[src/design/bpred_pkg.sv]
/*
  branch predictor shared types
  counter states, update and resolve records, prediction vector
*/

package bpred_pkg;

  // fetch group width, one counter bank per slot
  localparam int SLOTS = 4;

  // widest line field, covers up to 256 lines
  localparam int LINE_BITS = 8;

  // 2-bit saturating counter, msb is the predicted direction
  typedef enum logic [1:0] {
    strong_not_taken = 2'd0,
    weak_not_taken   = 2'd1,
    weak_taken       = 2'd2,
    strong_taken     = 2'd3
  } counter_state_e;

  // slot within the fetch group
  typedef logic [1:0] slot_t;

  // one direction bit per slot, bit k is slot k
  typedef logic [SLOTS-1:0] pred_vec_t;

  // single counter update toward the buffer
  typedef struct packed {
    logic [LINE_BITS-1:0] line;  // only low bits used by the buffer
    slot_t                slot;
    logic                 taken; // inc when set, dec otherwise
  } bp_update_t;

  // resolved branch record from execute
  typedef struct packed {
    logic [LINE_BITS-1:0] line;
    slot_t                slot;
    logic                 taken;     // actual outcome
    logic                 predicted; // direction fetch went with
  } resolve_t;

endpackage

[src/design/counter_bank.sv]
/*
  counter bank for one fetch slot
  PRED_LINES saturating 2-bit counters, async read, one update port
*/

`timescale 1ns/1ps

module counter_bank #(
  parameter int PRED_LINES = 4,
  localparam int AW = (PRED_LINES > 1) ? $clog2(PRED_LINES) : 1
) (
  input  logic                      clock,
  input  logic                      rst,
  input  logic [AW-1:0]             read_line,  // fetch side
  input  logic                      write_en,   // update for this slot
  input  logic [AW-1:0]             write_line,
  input  logic                      taken,      // direction of the update
  output bpred_pkg::counter_state_e state      // counter at read_line
);

  bpred_pkg::counter_state_e counters [PRED_LINES];
  bpred_pkg::counter_state_e wr_state;  // counter being updated
  bpred_pkg::counter_state_e wr_next;

  // saturating step of one counter
  function automatic bpred_pkg::counter_state_e step(
    input bpred_pkg::counter_state_e cur,
    input logic                      inc
  );
    bpred_pkg::counter_state_e nxt;
    nxt = cur;
    case (cur)
      bpred_pkg::strong_not_taken:
        nxt = inc ? bpred_pkg::weak_not_taken : bpred_pkg::strong_not_taken;
      bpred_pkg::weak_not_taken:
        nxt = inc ? bpred_pkg::weak_taken : bpred_pkg::strong_not_taken;
      bpred_pkg::weak_taken:
        nxt = inc ? bpred_pkg::strong_taken : bpred_pkg::weak_not_taken;
      bpred_pkg::strong_taken:
        nxt = inc ? bpred_pkg::strong_taken : bpred_pkg::weak_taken;
      default:
        nxt = bpred_pkg::weak_not_taken; // unreachable with 2-bit enum
    endcase
    return nxt;
  endfunction

  assign wr_state = counters[write_line];
  assign wr_next  = step(wr_state, taken);

  // read sees the value before this edge's update
  assign state = counters[read_line];

  always_ff @(posedge clock) begin
    if (rst) begin
      // every line starts weakly not taken
      for (int i = 0; i < PRED_LINES; i++) begin
        counters[i] <= bpred_pkg::weak_not_taken;
      end
    end else if (write_en) begin
      counters[write_line] <= wr_next;
    end
  end

  // strong taken never drops below taken in one update
  assert property (@(posedge clock) disable iff (rst)
    (write_en && wr_state == bpred_pkg::strong_taken)
    |=> counters[$past(write_line)] >= bpred_pkg::weak_taken)
    else $error("counter_bank: strong_taken left the taken side");

  // mirror case, strong not taken stays on the not-taken side
  assert property (@(posedge clock) disable iff (rst)
    (write_en && wr_state == bpred_pkg::strong_not_taken)
    |=> counters[$past(write_line)] <= bpred_pkg::weak_not_taken)
    else $error("counter_bank: strong_not_taken left the not-taken side");

endmodule

[src/design/prediction_buffer.sv]
/*
  prediction buffer, one counter bank per fetch slot
  steers resolve updates, registers msbs for the decoder
*/

`timescale 1ns/1ps

module prediction_buffer #(
  parameter int PRED_LINES = 4,
  localparam int AW = (PRED_LINES > 1) ? $clog2(PRED_LINES) : 1
) (
  input  logic                  clock,
  input  logic                  rst,
  input  logic                  stall,        // level, holds prediction
  input  logic [AW-1:0]         fetch_line,
  input  logic                  update_valid,
  input  bpred_pkg::bp_update_t update,
  output bpred_pkg::pred_vec_t  prediction    // registered, to decoder
);

  bpred_pkg::counter_state_e bank_state [bpred_pkg::SLOTS];
  bpred_pkg::pred_vec_t      read_bits;  // msb of each bank read
  logic [bpred_pkg::SLOTS-1:0] bank_we;  // one-hot write enable
  logic [AW-1:0]             upd_line;

  // low bits only, no tags
  assign upd_line = update.line[AW-1:0];

  for (genvar k = 0; k < bpred_pkg::SLOTS; k++) begin : g_bank
    // slot decode
    assign bank_we[k] = update_valid && (update.slot == bpred_pkg::slot_t'(k));

    counter_bank #(
      .PRED_LINES (PRED_LINES)
    ) u_bank (
      .clock      (clock),
      .rst        (rst),
      .read_line  (fetch_line),
      .write_en   (bank_we[k]),
      .write_line (upd_line),
      .taken      (update.taken),
      .state      (bank_state[k])
    );

    assign read_bits[k] = bank_state[k][1]; // taken if msb set
  end

  // no bypass, a same-edge update shows up one fetch later
  always_ff @(posedge clock) begin
    if (rst) begin
      prediction <= '0;
    end else if (!stall) begin
      prediction <= read_bits;
    end
  end

  // decoder sees a frozen vector through a stall
  assert property (@(posedge clock) disable iff (rst)
    stall |=> $stable(prediction))
    else $error("prediction_buffer: prediction moved during stall");

endmodule

[src/design/branch_resolve_unit.sv]
/*
  branch resolve unit
  turns execute records into counter updates, flags and counts mispredicts
*/

`timescale 1ns/1ps

module branch_resolve_unit (
  input  logic                  clock,
  input  logic                  rst,
  input  logic                  resolve_valid,    // one-cycle strobe
  input  bpred_pkg::resolve_t   resolve,
  output logic                  update_valid,
  output bpred_pkg::bp_update_t update,
  output logic                  mispredict,       // one-cycle pulse
  output logic [15:0]           mispredict_count  // saturating
);

  logic mismatch;   // outcome differs from what fetch used
  logic count_max;  // counter pinned at all ones

  assign mismatch  = resolve_valid && (resolve.taken != resolve.predicted);
  assign count_max = &mispredict_count;

  // control side
  always_ff @(posedge clock) begin
    if (rst) begin
      update_valid <= 1'b0;
      mispredict   <= 1'b0;
    end else begin
      update_valid <= resolve_valid; // one update per record, no stall
      mispredict   <= mismatch;
    end
  end

  // payload, only meaningful with update_valid
  always_ff @(posedge clock) begin
    if (resolve_valid) begin
      update.line  <= resolve.line;
      update.slot  <= resolve.slot;
      update.taken <= resolve.taken; // counter trains on actual outcome
    end
  end

  // mispredict statistics
  always_ff @(posedge clock) begin
    if (rst) begin
      mispredict_count <= '0;
    end else if (mismatch && !count_max) begin
      mispredict_count <= mispredict_count + 16'd1; // bumps with the pulse
    end
  end

  // count only ever climbs between resets
  assert property (@(posedge clock) disable iff (rst)
    !$past(rst) |-> mispredict_count >= $past(mispredict_count))
    else $error("branch_resolve_unit: mispredict_count went down");

endmodule

[src/design/bpred_top.sv]
/*
  branch direction predictor top
  resolve unit feeding the four-slot prediction buffer
*/

`timescale 1ns/1ps

module bpred_top #(
  parameter int PRED_LINES = 4,
  localparam int AW = (PRED_LINES > 1) ? $clog2(PRED_LINES) : 1
) (
  input  logic                 clock,
  input  logic                 rst,
  input  logic                 stall,
  input  logic [AW-1:0]        fetch_line,
  input  logic                 resolve_valid,
  input  bpred_pkg::resolve_t  resolve,
  output bpred_pkg::pred_vec_t prediction,
  output logic                 mispredict,
  output logic [15:0]          mispredict_count
);

  logic                  update_valid;
  bpred_pkg::bp_update_t update;

  // execute side
  branch_resolve_unit u_resolve (
    .clock            (clock),
    .rst              (rst),
    .resolve_valid    (resolve_valid),
    .resolve          (resolve),
    .update_valid     (update_valid),
    .update           (update),
    .mispredict       (mispredict),
    .mispredict_count (mispredict_count)
  );

  // fetch side
  prediction_buffer #(
    .PRED_LINES (PRED_LINES)
  ) u_buffer (
    .clock        (clock),
    .rst          (rst),
    .stall        (stall),
    .fetch_line   (fetch_line),
    .update_valid (update_valid),
    .update       (update),
    .prediction   (prediction)
  );

endmodule

[config.mk]
export PLATFORM = sky130hd
export DESIGN_NAME = bpred_top
export DESIGN_NICKNAME = d
export VERILOG_FILES = /design/src/design/bpred_pkg.sv /design/src/design/counter_bank.sv /design/src/design/prediction_buffer.sv /design/src/design/branch_resolve_unit.sv /design/src/design/bpred_top.sv
export SDC_FILE = /design/constraint.sdc
export NUM_CORES = 1
export LEC_CHECK = 0
export BUFFER_PORTS_ARGS = -buffer_cell sky130_fd_sc_hd__buf_2
export CORE_MARGIN = 2
export CORE_UTILIZATION = 65
export CTS_BUF_LIST = sky130_fd_sc_hd__clkbuf_4
export CTS_CLUSTER_SIZE = 14
export DETAILED_ROUTE_END_ITERATION = 6
export PLACE_DENSITY = 0.95
export SLEW_MARGIN = 20
export SYNTH_ARGS = -nofsm -noshare
export SYNTH_HDL_FRONTEND = slang
export SYNTH_SLANG_ARGS = --single-unit
[constraint.sdc]
create_clock -name clock -period 4.4 [get_ports clock]
set_input_delay 0.66 -clock clock [delete_from_list [all_inputs] [get_ports clock]]
set_output_delay 0.66 -clock clock [all_outputs]
set_load 0.05 [all_outputs]
==> summary.md, run 1 <==
| Metric | Value |
|---|---|
| Result of the run | finished, final reports clean |
| R2R setup slack | 2270 ps |
| Yosys reg bits | 61 |
| GR Overflow Total | 0 |
| Via density | 6.66 |
| Placed cells | 339 |
| Drt first pass iters | 5 |
| # Max-Cap Violations | 0 |
| Drt initial violations | 270 |
| Worst hold path type | input port to register |
| Synth area leaders | edfxtp_1, dfxtp_1, mux4_2, nand3_1, o31ai_1 |
| Area of the multi-input gates | 0.00143 mm^2 |
| Core Area | 0.00469 mm^2 |
| Final core utilization | 72.2% |
| Hold buffer count at cts | 0 |
| First-pass GRT wire length | 10400 um |
| Syn Nets | 286 |
| Total CTS buffers | 9 |
| Clk slew on worst S/H paths | 90 ps |
| Register area | 0.00159 mm^2 |
| Hold Crit Endpoint | u_resolve.update[1]$_DFFE_PP_ |
| Antenna diodes | 0 |
| Cell taking the most area after synthesis | edfxtp_1 |
| Final HPWL DP | 4510 um |
| Total GRT Usage | 26.4% |
| Finished Layout Cells | 355 |
| Element type at the critical path start | register |
| Routed WL | 6550 um |
| I/O pins | 39 |
| Ys Warns | 0 |
| Final Hold Fails | 0 |
| WHS Path Cells | 1 |
| Die extent in y | 73.4 um |
| Mapped Cells | 267 |
| FF-to-FF End | u_resolve.mispredict_count[6]$_SDFFE_PP0P_ |
| Tcrit/Tclk final | 48.4% |
| Minimum clock period | 2130 ps |
| Crit Path Max Fanout | 14 |
| Pins Over Slew Limit | 0 |
| Async SR Flop Fraction | 0% |
| CP required | 4710 ps |
| Vias in the first global route | 2203 |
| Root Driver | clkbuf_4 |
| Critical path arrival | 2440 ps |
| Final ANT Viol Nets | 0 |
| RePlAce Congestion | 0.836 |
| Worst Reg-to-Reg Cells | 5 |
| Final instance area | 0.00339 mm^2 |
| Final Setup Violations | 0 |
| Layout cells sized above 1 | 25.2% |
| Post-Syn Area per Cell | 11.7 um^2 |
| Row cnt | 25 |
| Synth Cell Area | 0.00313 mm^2 |
| Synth cell types | 42 |
| Top cell type's share of synthesized area | 35.5% |
| Initial antenna violation count | 0 |
| Vias | 2365 |
| Die ar. | 0.00538 mm^2 |
| Hold Slack | 422 ps |
| Initial core utilization | 66.6% |
| DRC viols | 0 |
| HP Start | resolve[2] |
| Max IR drop VDD | 0.271 mV |
| Seq/Total Area, Yosys | 50.9% |
| Worst-Margin Slew | 770 ps |
| Post-synth EDFFs | 37 |
| Placed instance area | 0.00328 mm^2 |
| CTS sink cnt | 61 |
| Die width | 73.4 um |
| CTS resizes | 0 |
| Prevailing post-synth register cell | edfxtp_1 |
| Setup TNS | 0 ps |
| Layout fillers | 310 |
| Max transition margin | 48.6% |
| Pin count of the biggest net entering global routing | 44 |
| Launching point of the worst reg2reg path | u_resolve.mispredict_count[1]$_SDFFE_PP0P_ |
| H-tree Lvls | 3 |
| CP endpoint kind | register |
| CTS tree | yes |
| Clk_skew | 20.1 ps |
| Layout area overhead | 8.36% |
| CTS Buffer Depth | 2 |
| Clk_lat worst skew | 430 ps |
| CP startpoint | u_resolve.mispredict_count[1]$_SDFFE_PP0P_ |
| Final net count | 315 |
| Routed WL per cell | 18.4 um |
| RSZ-0062 raised after global routing | no |
| Setup bufs post-CTS | 0 |
| Port Buffers | 32 |
| Leak | 1.23 nW |
| Crit Path Class | register to register |
| Max Clock Freq | 469 MHz |
| Pwr per Cell Area | 324 mW/mm^2 |
## critical path, cell delays in order (launching register included)
cell	delay, ps
dfxtp_1	450
ha_1	270
nand4_2	190
nor4_4	670
nor4b_2	140
mux2_4	320
## per-layer routing
metal	vias to the layer above	wire length, um	track usage [%]
met1	1136	2600	32.9
met2	121	3270	42.6
met4	0	168	11.1
li1	1086	-	-
met5	-	0	0
met3	22	508	8.37
## cells in the mapped netlist, drive strengths merged (9+ instances only)
| cell | count |
|---|---|
| nand3 | 18 |
| clkbuf | 9 |
| or4 | 10 |
| mux4 | 11 |
| o31ai | 10 |
| dfxtp | 24 |
| a21oi | 13 |
| nand2b | 9 |
| edfxtp | 37 |
| nor2 | 15 |
| nand2 | 16 |
## layout by cell type, fill, tap and decap left out, types with 5 or more instances in the layout
master,netlist,routed
clkbuf_4,0,13
nor2b_1,8,8
nand3_1,18,18
buf_2,2,32
o21bai_1,5,5
a21oi_1,13,13
nand2b_1,9,9
dfxtp_1,24,24
nor2_1,15,15
and3_1,8,8
o31ai_1,10,10
inv_1,8,8
edfxtp_1,37,37
nand2_1,16,16
mux4_2,11,11
mux2i_1,7,7
nand4_1,5,5
or4_1,10,10
## cell families after synthesis
kind of cell / Yosys count / synth area share (%)
and+or+nand+nor: 112 / 21.8
adders and majority gates: 9 / 3.12
DFF: 61 / 50.9
buffers and inverters: 22 / 3.44
muxes: 22 / 11.7
AOI/OAI and AO/OA: 40 / 8.52
xor gates and xnor gates: 1 / 0.520
## power by group
group          leakage [nW]  switching [W]  total (W)  internal, W
sequential            0.523      0.0000232   0.000646     0.000622
clock                0.0692       0.000197   0.000335     0.000138
combinational         0.633      0.0000706   0.000116    0.0000452
## sequential cells by signal (all words and copies together) (netlist names), named ones only
| signal | count |
|---|---|
| u_buffer.prediction | 4 |
| u_buffer.g_bank.u_bank.counters | 32 |
| u_resolve.update | 5 |
| u_resolve.update_valid | 1 |
| u_resolve.mispredict_count | 16 |
| u_resolve.mispredict | 1 |
## per-stage QoR
step                      setup WS, ps  total power (W)
after floorplan                   2280         0.000741
after global placement            2120         0.000766
after global routing              2120          0.00113
after detailed placement          2060         0.000772
final                             2270          0.00110
after CTS                         2280          0.00110
## layout make-up
type                            count  share of cell area [%]
Sequential cell                    61                    47.0
Clock buffer                       13                    2.88
Timing Repair Buffer               32                    4.73
Tap cell                           54                    1.99
Clock inverter                      3                   0.406
Multi-Input combinational cell    184                    42.1
Inverter                            8                   0.886
## worst max-delay path by stage
stage                                                              to  slack (ps)
2_1_floorplan              u_resolve.mispredict_count[6]$_SDFFE_PP0P_        2280
3_5_place_dp   u_buffer.g_bank[1].u_bank.counters[2][0]$_SDFFCE_PN1P_        2060
4_1_cts                    u_resolve.mispredict_count[6]$_SDFFE_PP0P_        2280
3_3_place_gp   u_buffer.g_bank[1].u_bank.counters[0][0]$_SDFFCE_PN1P_        2120
5_1_grt                    u_resolve.mispredict_count[6]$_SDFFE_PP0P_        2120
6_report                   u_resolve.mispredict_count[6]$_SDFFE_PP0P_        2270
No activity file was read; power rests on OpenSTA's default activity.
==> run 2: changes to the inputs <==
Settings changed: CORE_UTILIZATION 65 to 54, PLACE_DENSITY 0.95 to 0.89.
Clock period 4.4 ns to 1.8 ns, I/O delays scaled along.
==> summary.md, run 2 (synthesized netlist as in run 1, its figures left out) <==
| Metric | Value |
|---|---|
| RSZ-0062 raised after global routing | yes (was no) |
| Core Area | 0.00554 mm^2 (was 0.00469 mm^2) |
| RePlAce Congestion | 0.823 (was 0.836) |
| Die ar. | 0.00642 mm^2 (was 0.00538 mm^2) |
| Leak | 1.32 nW (was 1.23 nW) |
| Drt initial violations | 193 (was 270) |
| Setup WS pre-CTS | -20.2 ps (was 2060 ps) |
| Final core utilization | 65.8% (was 72.2%) |
| Worst-Margin Slew | 587 ps (was 770 ps) |
| Result of the run | finished, final reports clean (unchanged) |
| Setup TNS | 0 ps (unchanged) |
| Drt first pass iters | 5 (unchanged) |
| Max IR drop VDD | 0.698 mV (was 0.271 mV) |
| CTS tree | yes (unchanged) |
| Clk_lat worst skew | 400 ps (was 430 ps) |
| Total CTS buffers | 9 (unchanged) |
| Critical path arrival | 1960 ps (was 2440 ps) |
| Row cnt | 27 (was 25) |
| GR Util met2 | 36.8% (was 42.6%) |
| I/O pins | 39 (unchanged) |
| Minimum clock period | 1790 ps (was 2130 ps) |
| Final Setup Violations | 0 (unchanged) |
| Final net count | 331 (was 315) |
| GRT met1 Usage | 29.4% (was 32.9%) |
| Grt peak-use layer | met2 (unchanged) |
| Most common cell after layout, fill and taps aside | edfxtp_1 (unchanged) |
| Max transition margin | 60.7% (was 48.6%) |
| Most frequent cells in the layout | edfxtp_1, buf_2, nand3_1 (was edfxtp_1, buf_2, dfxtp_1) |
| Layout area overhead | 16.6% (was 8.36%) |
| Final HPWL DP | 4850 um (was 4510 um) |
| # Max-Cap Violations | 0 (unchanged) |
| CTS sink cnt | 61 (unchanged) |
| Vias in the first global route | 2266 (was 2203) |
| CP required | 1960 ps (was 4710 ps) |
| Design Power | 0.00295 W (was 0.00110 W) |
| Largest register FFs | 32 (unchanged) |
| Initial core utilization | 56.4% (was 66.6%) |
| Max Clock Freq | 557 MHz (was 469 MHz) |
| Port Buffers | 32 (unchanged) |
| Element type at the critical path start | register (unchanged) |
| Layout cells sized above 1 | 36.3% (was 25.2%) |
| FF-to-FF End | u_buffer.g_bank[2].u_bank.counters[2][1]$_SDFFCE_PN0P_ (was u_resolve.mispredict_count[6]$_SDFFE_PP0P_) |
| Clk slew on worst S/H paths | 100 ps (was 90 ps) |
| Most flops, register | u_buffer.g_bank.u_bank.counters (unchanged) |
| Die extent in y | 80.1 um (was 73.4 um) |
| Pin count of the biggest net entering global routing | 34 (was 44) |
| Crit Path Class | register to register (unchanged) |
| Worst hold path type | input port to register (unchanged) |
| Final ANT Viol Nets | 0 (unchanged) |
| Total GRT Usage | 22.7% (was 26.4%) |
| Vias | 2371 (was 2365) |
| Final Hold Fails | 0 (unchanged) |
| Worst Reg-to-Reg Cells | 4 (was 5) |
| Pwr per Cell Area | 809 mW/mm^2 (was 324 mW/mm^2) |
| Worst setup margin | 5.20 ps (was 2270 ps) |
| CTS Buffer Depth | 2 (unchanged) |
| Hold buffer count at cts | 0 (unchanged) |
| Initial antenna violation count | 0 (unchanged) |
| Hold Slack | 49.5 ps (was 422 ps) |
| Routed WL | 6680 um (was 6550 um) |
| Pins Over Slew Limit | 0 (unchanged) |
| Via density | 6.10 (was 6.66) |
| Routed WL per cell | 17.2 um (was 18.4 um) |
| HP Start | resolve[2] (unchanged) |
| Root Driver | clkbuf_4 (unchanged) |
| DRC viols | 0 (unchanged) |
| Tcrit/Tclk final | 99.7% (was 48.4%) |
| H-tree Lvls | 3 (unchanged) |
| Crit Path Max Fanout | 8 (was 14) |
| Biggest regs | u_buffer.g_bank.u_bank.counters x32, u_resolve.mispredict_count x16, u_resolve.update x5 (unchanged) |
| R2R setup slack | 5 ps (was 2270 ps) |
| Antenna diodes | 0 (unchanged) |
| CP endpoint kind | register (unchanged) |
| Met3 usage | 5.39% (was 8.37%) |
| GR Overflow Total | 0 (unchanged) |
| Die width | 80.1 um (was 73.4 um) |
| Clk_skew | 15.3 ps (was 20.1 ps) |
| Hold Crit Endpoint | u_resolve.update[1]$_DFFE_PP_ (unchanged) |
| First-pass GRT wire length | 10900 um (was 10400 um) |
| WHS Path Cells | 1 (unchanged) |
-- run 2: cell count changes in the layout (fill, tap and decap cells not counted), sizes merged --
cell,previous run,this run
buf,32,48
bufinv,0,2
clkbuf,13,10
clkinv,3,4
-- run 2: worst max path at each step --
| stage | end | startpoint | slack [ps] |
|---|---|---|---|
| final | u_buffer.g_bank[2].u_bank.counters[2][1]$_SDFFCE_PN0P_ | register | 5 |
| after global routing | u_buffer.g_bank[2].u_bank.counters[2][1]$_SDFFCE_PN0P_ | register | -40 |
| after CTS | u_buffer.g_bank[2].u_bank.counters[1][1]$_SDFFCE_PN0P_ | register | 7 |
| after detailed placement | u_buffer.g_bank[2].u_bank.counters[2][1]$_SDFFCE_PN0P_ | register | -20 |
| after global placement | u_buffer.g_bank[0].u_bank.counters[1][1]$_SDFFCE_PN0P_ | register | 20 |
| after floorplan | u_resolve.mispredict_count[6]$_SDFFE_PP0P_ | u_resolve.mispredict_count[0]$_SDFFE_PP0P_ | 2 |
-- run 2: cell type report --
type	count	area, um^2
fillers	434	1890
flip-flops and latches	61	1620
multi-input cells	184	1460
repair buffers	48	293
well taps	72	90.1
clock inverters	6	77.6
clock buffers	10	75.1
inverters	8	30.0
-- run 2: repair_timing --
action,CTS,global route
gates cloned,0,0
buffers inserted,0,1
setup endpoints to repair,6,18
gates resized for setup,1,8
pin swaps,1,5
hold endpoints to repair,0,0
-- run 2: stage by stage --
step | instance area, um^2 | instances
floorplan | 3150 | 267
global placement | 3450 | 372
detailed placement | 3450 | 372
CTS | 3600 | 388
global route | 3650 | 389
finish | 3650 | 389
-- run 2: power by group --
group | switching [W] | internal (W) | total, W
Clock | 0.000485 | 0.000566 | 0.00105
Combinational | 0.000195 | 0.000141 | 0.000335
Sequential | 0.0000441 | 0.00152 | 0.00157
-- run 2: metal layers --
layer / wire length (um) / vias to the layer above / share of wire (%)
li1: - / 1117 / -
met1: 2720 / 1139 / 41
met2: 3360 / 105 / 50
met3: 512 / 10 / 7.7
met4: 89 / 0 / 1.3
met5: 0 / - / 0
-- run 2: worst max-delay path: stages, from the launching register on --
cell and delay (ps):
dfxtp_2 350, buf_12 130, mux4_2 520, maj3_2 360, and3_1 200
==> run 3: changes to the inputs <==
Settings changed: ABC_CLOCK_PERIOD_IN_PS set to 1800, CORE_ASPECT_RATIO set to 0.75, CORE_MARGIN 2 to unset.
==> summary.md, run 3 (synthesized netlist as in run 1, its figures left out) <==
| Metric | Value |
|---|---|
| Result of the run | finished, final reports clean (unchanged) |
| Vias | 2375 (was 2371) |
| Layout cells sized above 1 | 37.1% (was 36.3%) |
| First-pass GRT wire length | 11000 um (was 10900 um) |
| Pin count of the biggest net entering global routing | 36 (was 34) |
| Routed WL per cell | 18.0 um (was 17.2 um) |
| CTS Buffer Depth | 2 (unchanged) |
| FF-to-FF End | u_buffer.g_bank[2].u_bank.counters[2][1]$_SDFFCE_PN0P_ (unchanged) |
| Die extent in y | 67.9 um (was 80.1 um) |
| Most frequent cells in the layout | edfxtp_1, buf_2, nand3_1 (unchanged) |
| CTS sink cnt | 61 (unchanged) |
| Internal | 0.00207 W (was 0.00223 W) |
| Die width | 89.9 um (was 80.1 um) |
| Final net count | 332 (was 331) |
| Layout fillers | 386 (was 434) |
| Max Clock Freq | 564 MHz (was 557 MHz) |
| Final HPWL DP | 4960 um (was 4850 um) |
| CP required | 1990 ps (was 1960 ps) |
| Tcrit/Tclk final | 98.5% (was 99.7%) |
| Max transition margin | 60.7% (about the same) |
| RSZ-0062 raised after global routing | yes (unchanged) |
| Drt first pass iters | 4 (was 5) |
| Clk_lat worst skew | 420 ps (was 400 ps) |
| Crit Path Class | register to register (unchanged) |
| Crit Path Max Fanout | 5 (was 8) |
| Antenna diodes | 0 (unchanged) |
| GR Overflow Total | 0 (unchanged) |
| CTS tree | yes (unchanged) |
| Leak | 1.33 nW (was 1.32 nW) |
| Critical path arrival | 1960 ps (about the same) |
| Initial core utilization | 57.2% (was 56.4%) |
| Most common cell after layout, fill and taps aside | edfxtp_1 (unchanged) |
| # Max-Cap Violations | 0 (unchanged) |
| RePlAce Congestion | 0.823 (about the same) |
| Max IR drop VDD | 0.439 mV (was 0.698 mV) |
| Hold Slack | 29.3 ps (was 49.5 ps) |
| Initial antenna violation count | 0 (unchanged) |
| Minimum clock period | 1770 ps (was 1790 ps) |
| HP Start | resolve[2] (unchanged) |
| Clock power frac | 32.0% (was 35.6%) |
| Die ar. | 0.00610 mm^2 (was 0.00642 mm^2) |
| Net Switching | 0.000743 W (was 0.000724 W) |
| Biggest regs | u_buffer.g_bank.u_bank.counters x32, u_resolve.mispredict_count x16, u_resolve.update x5 (unchanged) |
| Worst Reg-to-Reg Cells | 4 (unchanged) |
| Final Hold Fails | 0 (unchanged) |
| Placed instance area | 0.00346 mm^2 (was 0.00345 mm^2) |
| Flop pwr share | 55.9% (was 53.0%) |
| Root Driver | clkbuf_4 (unchanged) |
| Clk slew on worst S/H paths | 100 ps (about the same) |
| Total GRT Usage | 24.2% (was 22.7%) |
| Worst-Margin Slew | 587 ps (about the same) |
| Via density | 6.04 (was 6.10) |
| Total CTS buffers | 9 (unchanged) |
| DRC viols | 0 (unchanged) |
| Sw Ratio | 26.4% (was 24.5%) |
| Routed WL | 7070 um (was 6680 um) |
| Design Power | 0.00281 W (was 0.00295 W) |
| Hold Crit Endpoint | u_resolve.update[1]$_DFFE_PP_ (unchanged) |
| Layout area overhead | 17.0% (was 16.6%) |
| Element type at the critical path start | register (unchanged) |
| Worst-path cell chain | buf_12 -> mux4_2 -> maj3_2 -> and3_4 (was buf_12 -> mux4_2 -> maj3_2 -> and3_1) |
| I/O pins | 39 (unchanged) |
| Final Setup Violations | 0 (unchanged) |
| Clk_skew | 13.8 ps (was 15.3 ps) |
| Most flops, register | u_buffer.g_bank.u_bank.counters (unchanged) |
| H-tree Lvls | 3 (unchanged) |
| R2R setup slack | 30 ps (was 5 ps) |
| Port Buffers | 32 (unchanged) |
| Pwr per Cell Area | 769 mW/mm^2 (was 809 mW/mm^2) |
| Slowest stage delay, CP | 510 ps (was 520 ps) |
| Final instance area | 0.00366 mm^2 (was 0.00365 mm^2) |
| Largest register FFs | 32 (unchanged) |
| Worst hold path type | input port to register (unchanged) |
| Pins Over Slew Limit | 0 (unchanged) |
| Crit-path slowest cell | mux4_2 (unchanged) |
| Vias in the first global route | 2224 (was 2266) |
| CP endpoint kind | register (unchanged) |
| Core Area | 0.00547 mm^2 (was 0.00554 mm^2) |
| WHS Path Cells | 1 (unchanged) |
| Logic gate share of total power | 12.1% (was 11.4%) |
| Drt initial violations | 249 (was 193) |
| Row cnt | 23 (was 27) |
| Final ANT Viol Nets | 0 (unchanged) |
-- run 3: cell types whose count changed in the layout (fill, tap and decap cells not counted), sizes merged --
cell    previous run  this run
buf               48        49
clkbuf            10         9
clkinv             4         6
bufinv             2         1
-- run 3: how the worst max path moves through the flow --
stage                                               start                                                     end  slack (ps)
6_report                                         register  u_buffer.g_bank[2].u_bank.counters[2][1]$_SDFFCE_PN0P_          30
2_1_floorplan  u_resolve.mispredict_count[0]$_SDFFE_PP0P_              u_resolve.mispredict_count[6]$_SDFFE_PP0P_           2
5_1_grt                                          register  u_buffer.g_bank[2].u_bank.counters[2][1]$_SDFFCE_PN0P_         -20
3_5_place_dp                                     register  u_buffer.g_bank[0].u_bank.counters[2][1]$_SDFFCE_PN0P_         -40
4_1_cts                                          register  u_buffer.g_bank[0].u_bank.counters[2][1]$_SDFFCE_PN0P_           1
3_3_place_gp                                     register  u_buffer.g_bank[2].u_bank.counters[1][1]$_SDFFCE_PN0P_          10
-- run 3: routing by layer --
metal	routed length, um	track usage, %
met1	2990	31.5
met2	3380	39.2
met3	591	7.78
met4	114	7.46
met5	0	0
-- run 3: final cells by class --
type                            instances  area (um^2)  area share, %
Tap cell                               75         93.8           2.57
Multi-Input combinational cell        184         1480           40.6
Clock inverter                          7         56.3           1.54
Inverter                                8         30.0          0.821
Timing Repair Buffer                   49          304           8.31
Sequential cell                        61         1620           44.3
Clock buffer                            9         67.6           1.85
-- run 3: repair_timing --
item | CTS | global route
setup endpoints to repair | 12 | 17
resized for setup | 1 | 15
hold buffers | 0 | 0
gates cloned | 0 | 0
setup buffers | 1 | 0
pin swaps | 1 | 10
-- run 3: through the flow --
step	utilization (%)	std cells	setup slack (ps)	TNS, ps
after floorplan	-	267	2.17	0
after global placement	63.3	376	10.3	0
after detailed placement	63.3	376	-40.1	-228
after CTS	65.7	393	1.47	0
after global routing	66.9	393	-23.8	-92.4
final	66.9	393	27.1	0
-- run 3: worst max-delay path: cells and delay by family (launching register included) --
family / cells / cell delay, ps
AND/OR/NAND/NOR: 1 / 180
buffers and inverters: 1 / 120
flip-flops: 1 / 380
multiplexers: 1 / 510
adder cells (fa/ha/maj): 1 / 360
-- run 3: power by group through the flow --
stage	Combinational (W)	Sequential, W	Clock (W)
2_1_floorplan	0.000209	0.00160	0
3_3_place_gp	0.000315	0.00160	0
3_5_place_dp	0.000326	0.00160	0
4_1_cts	0.000330	0.00157	0.000904
5_1_grt	0.000368	0.00158	0.000960
6_report	0.000341	0.00157	0.000900
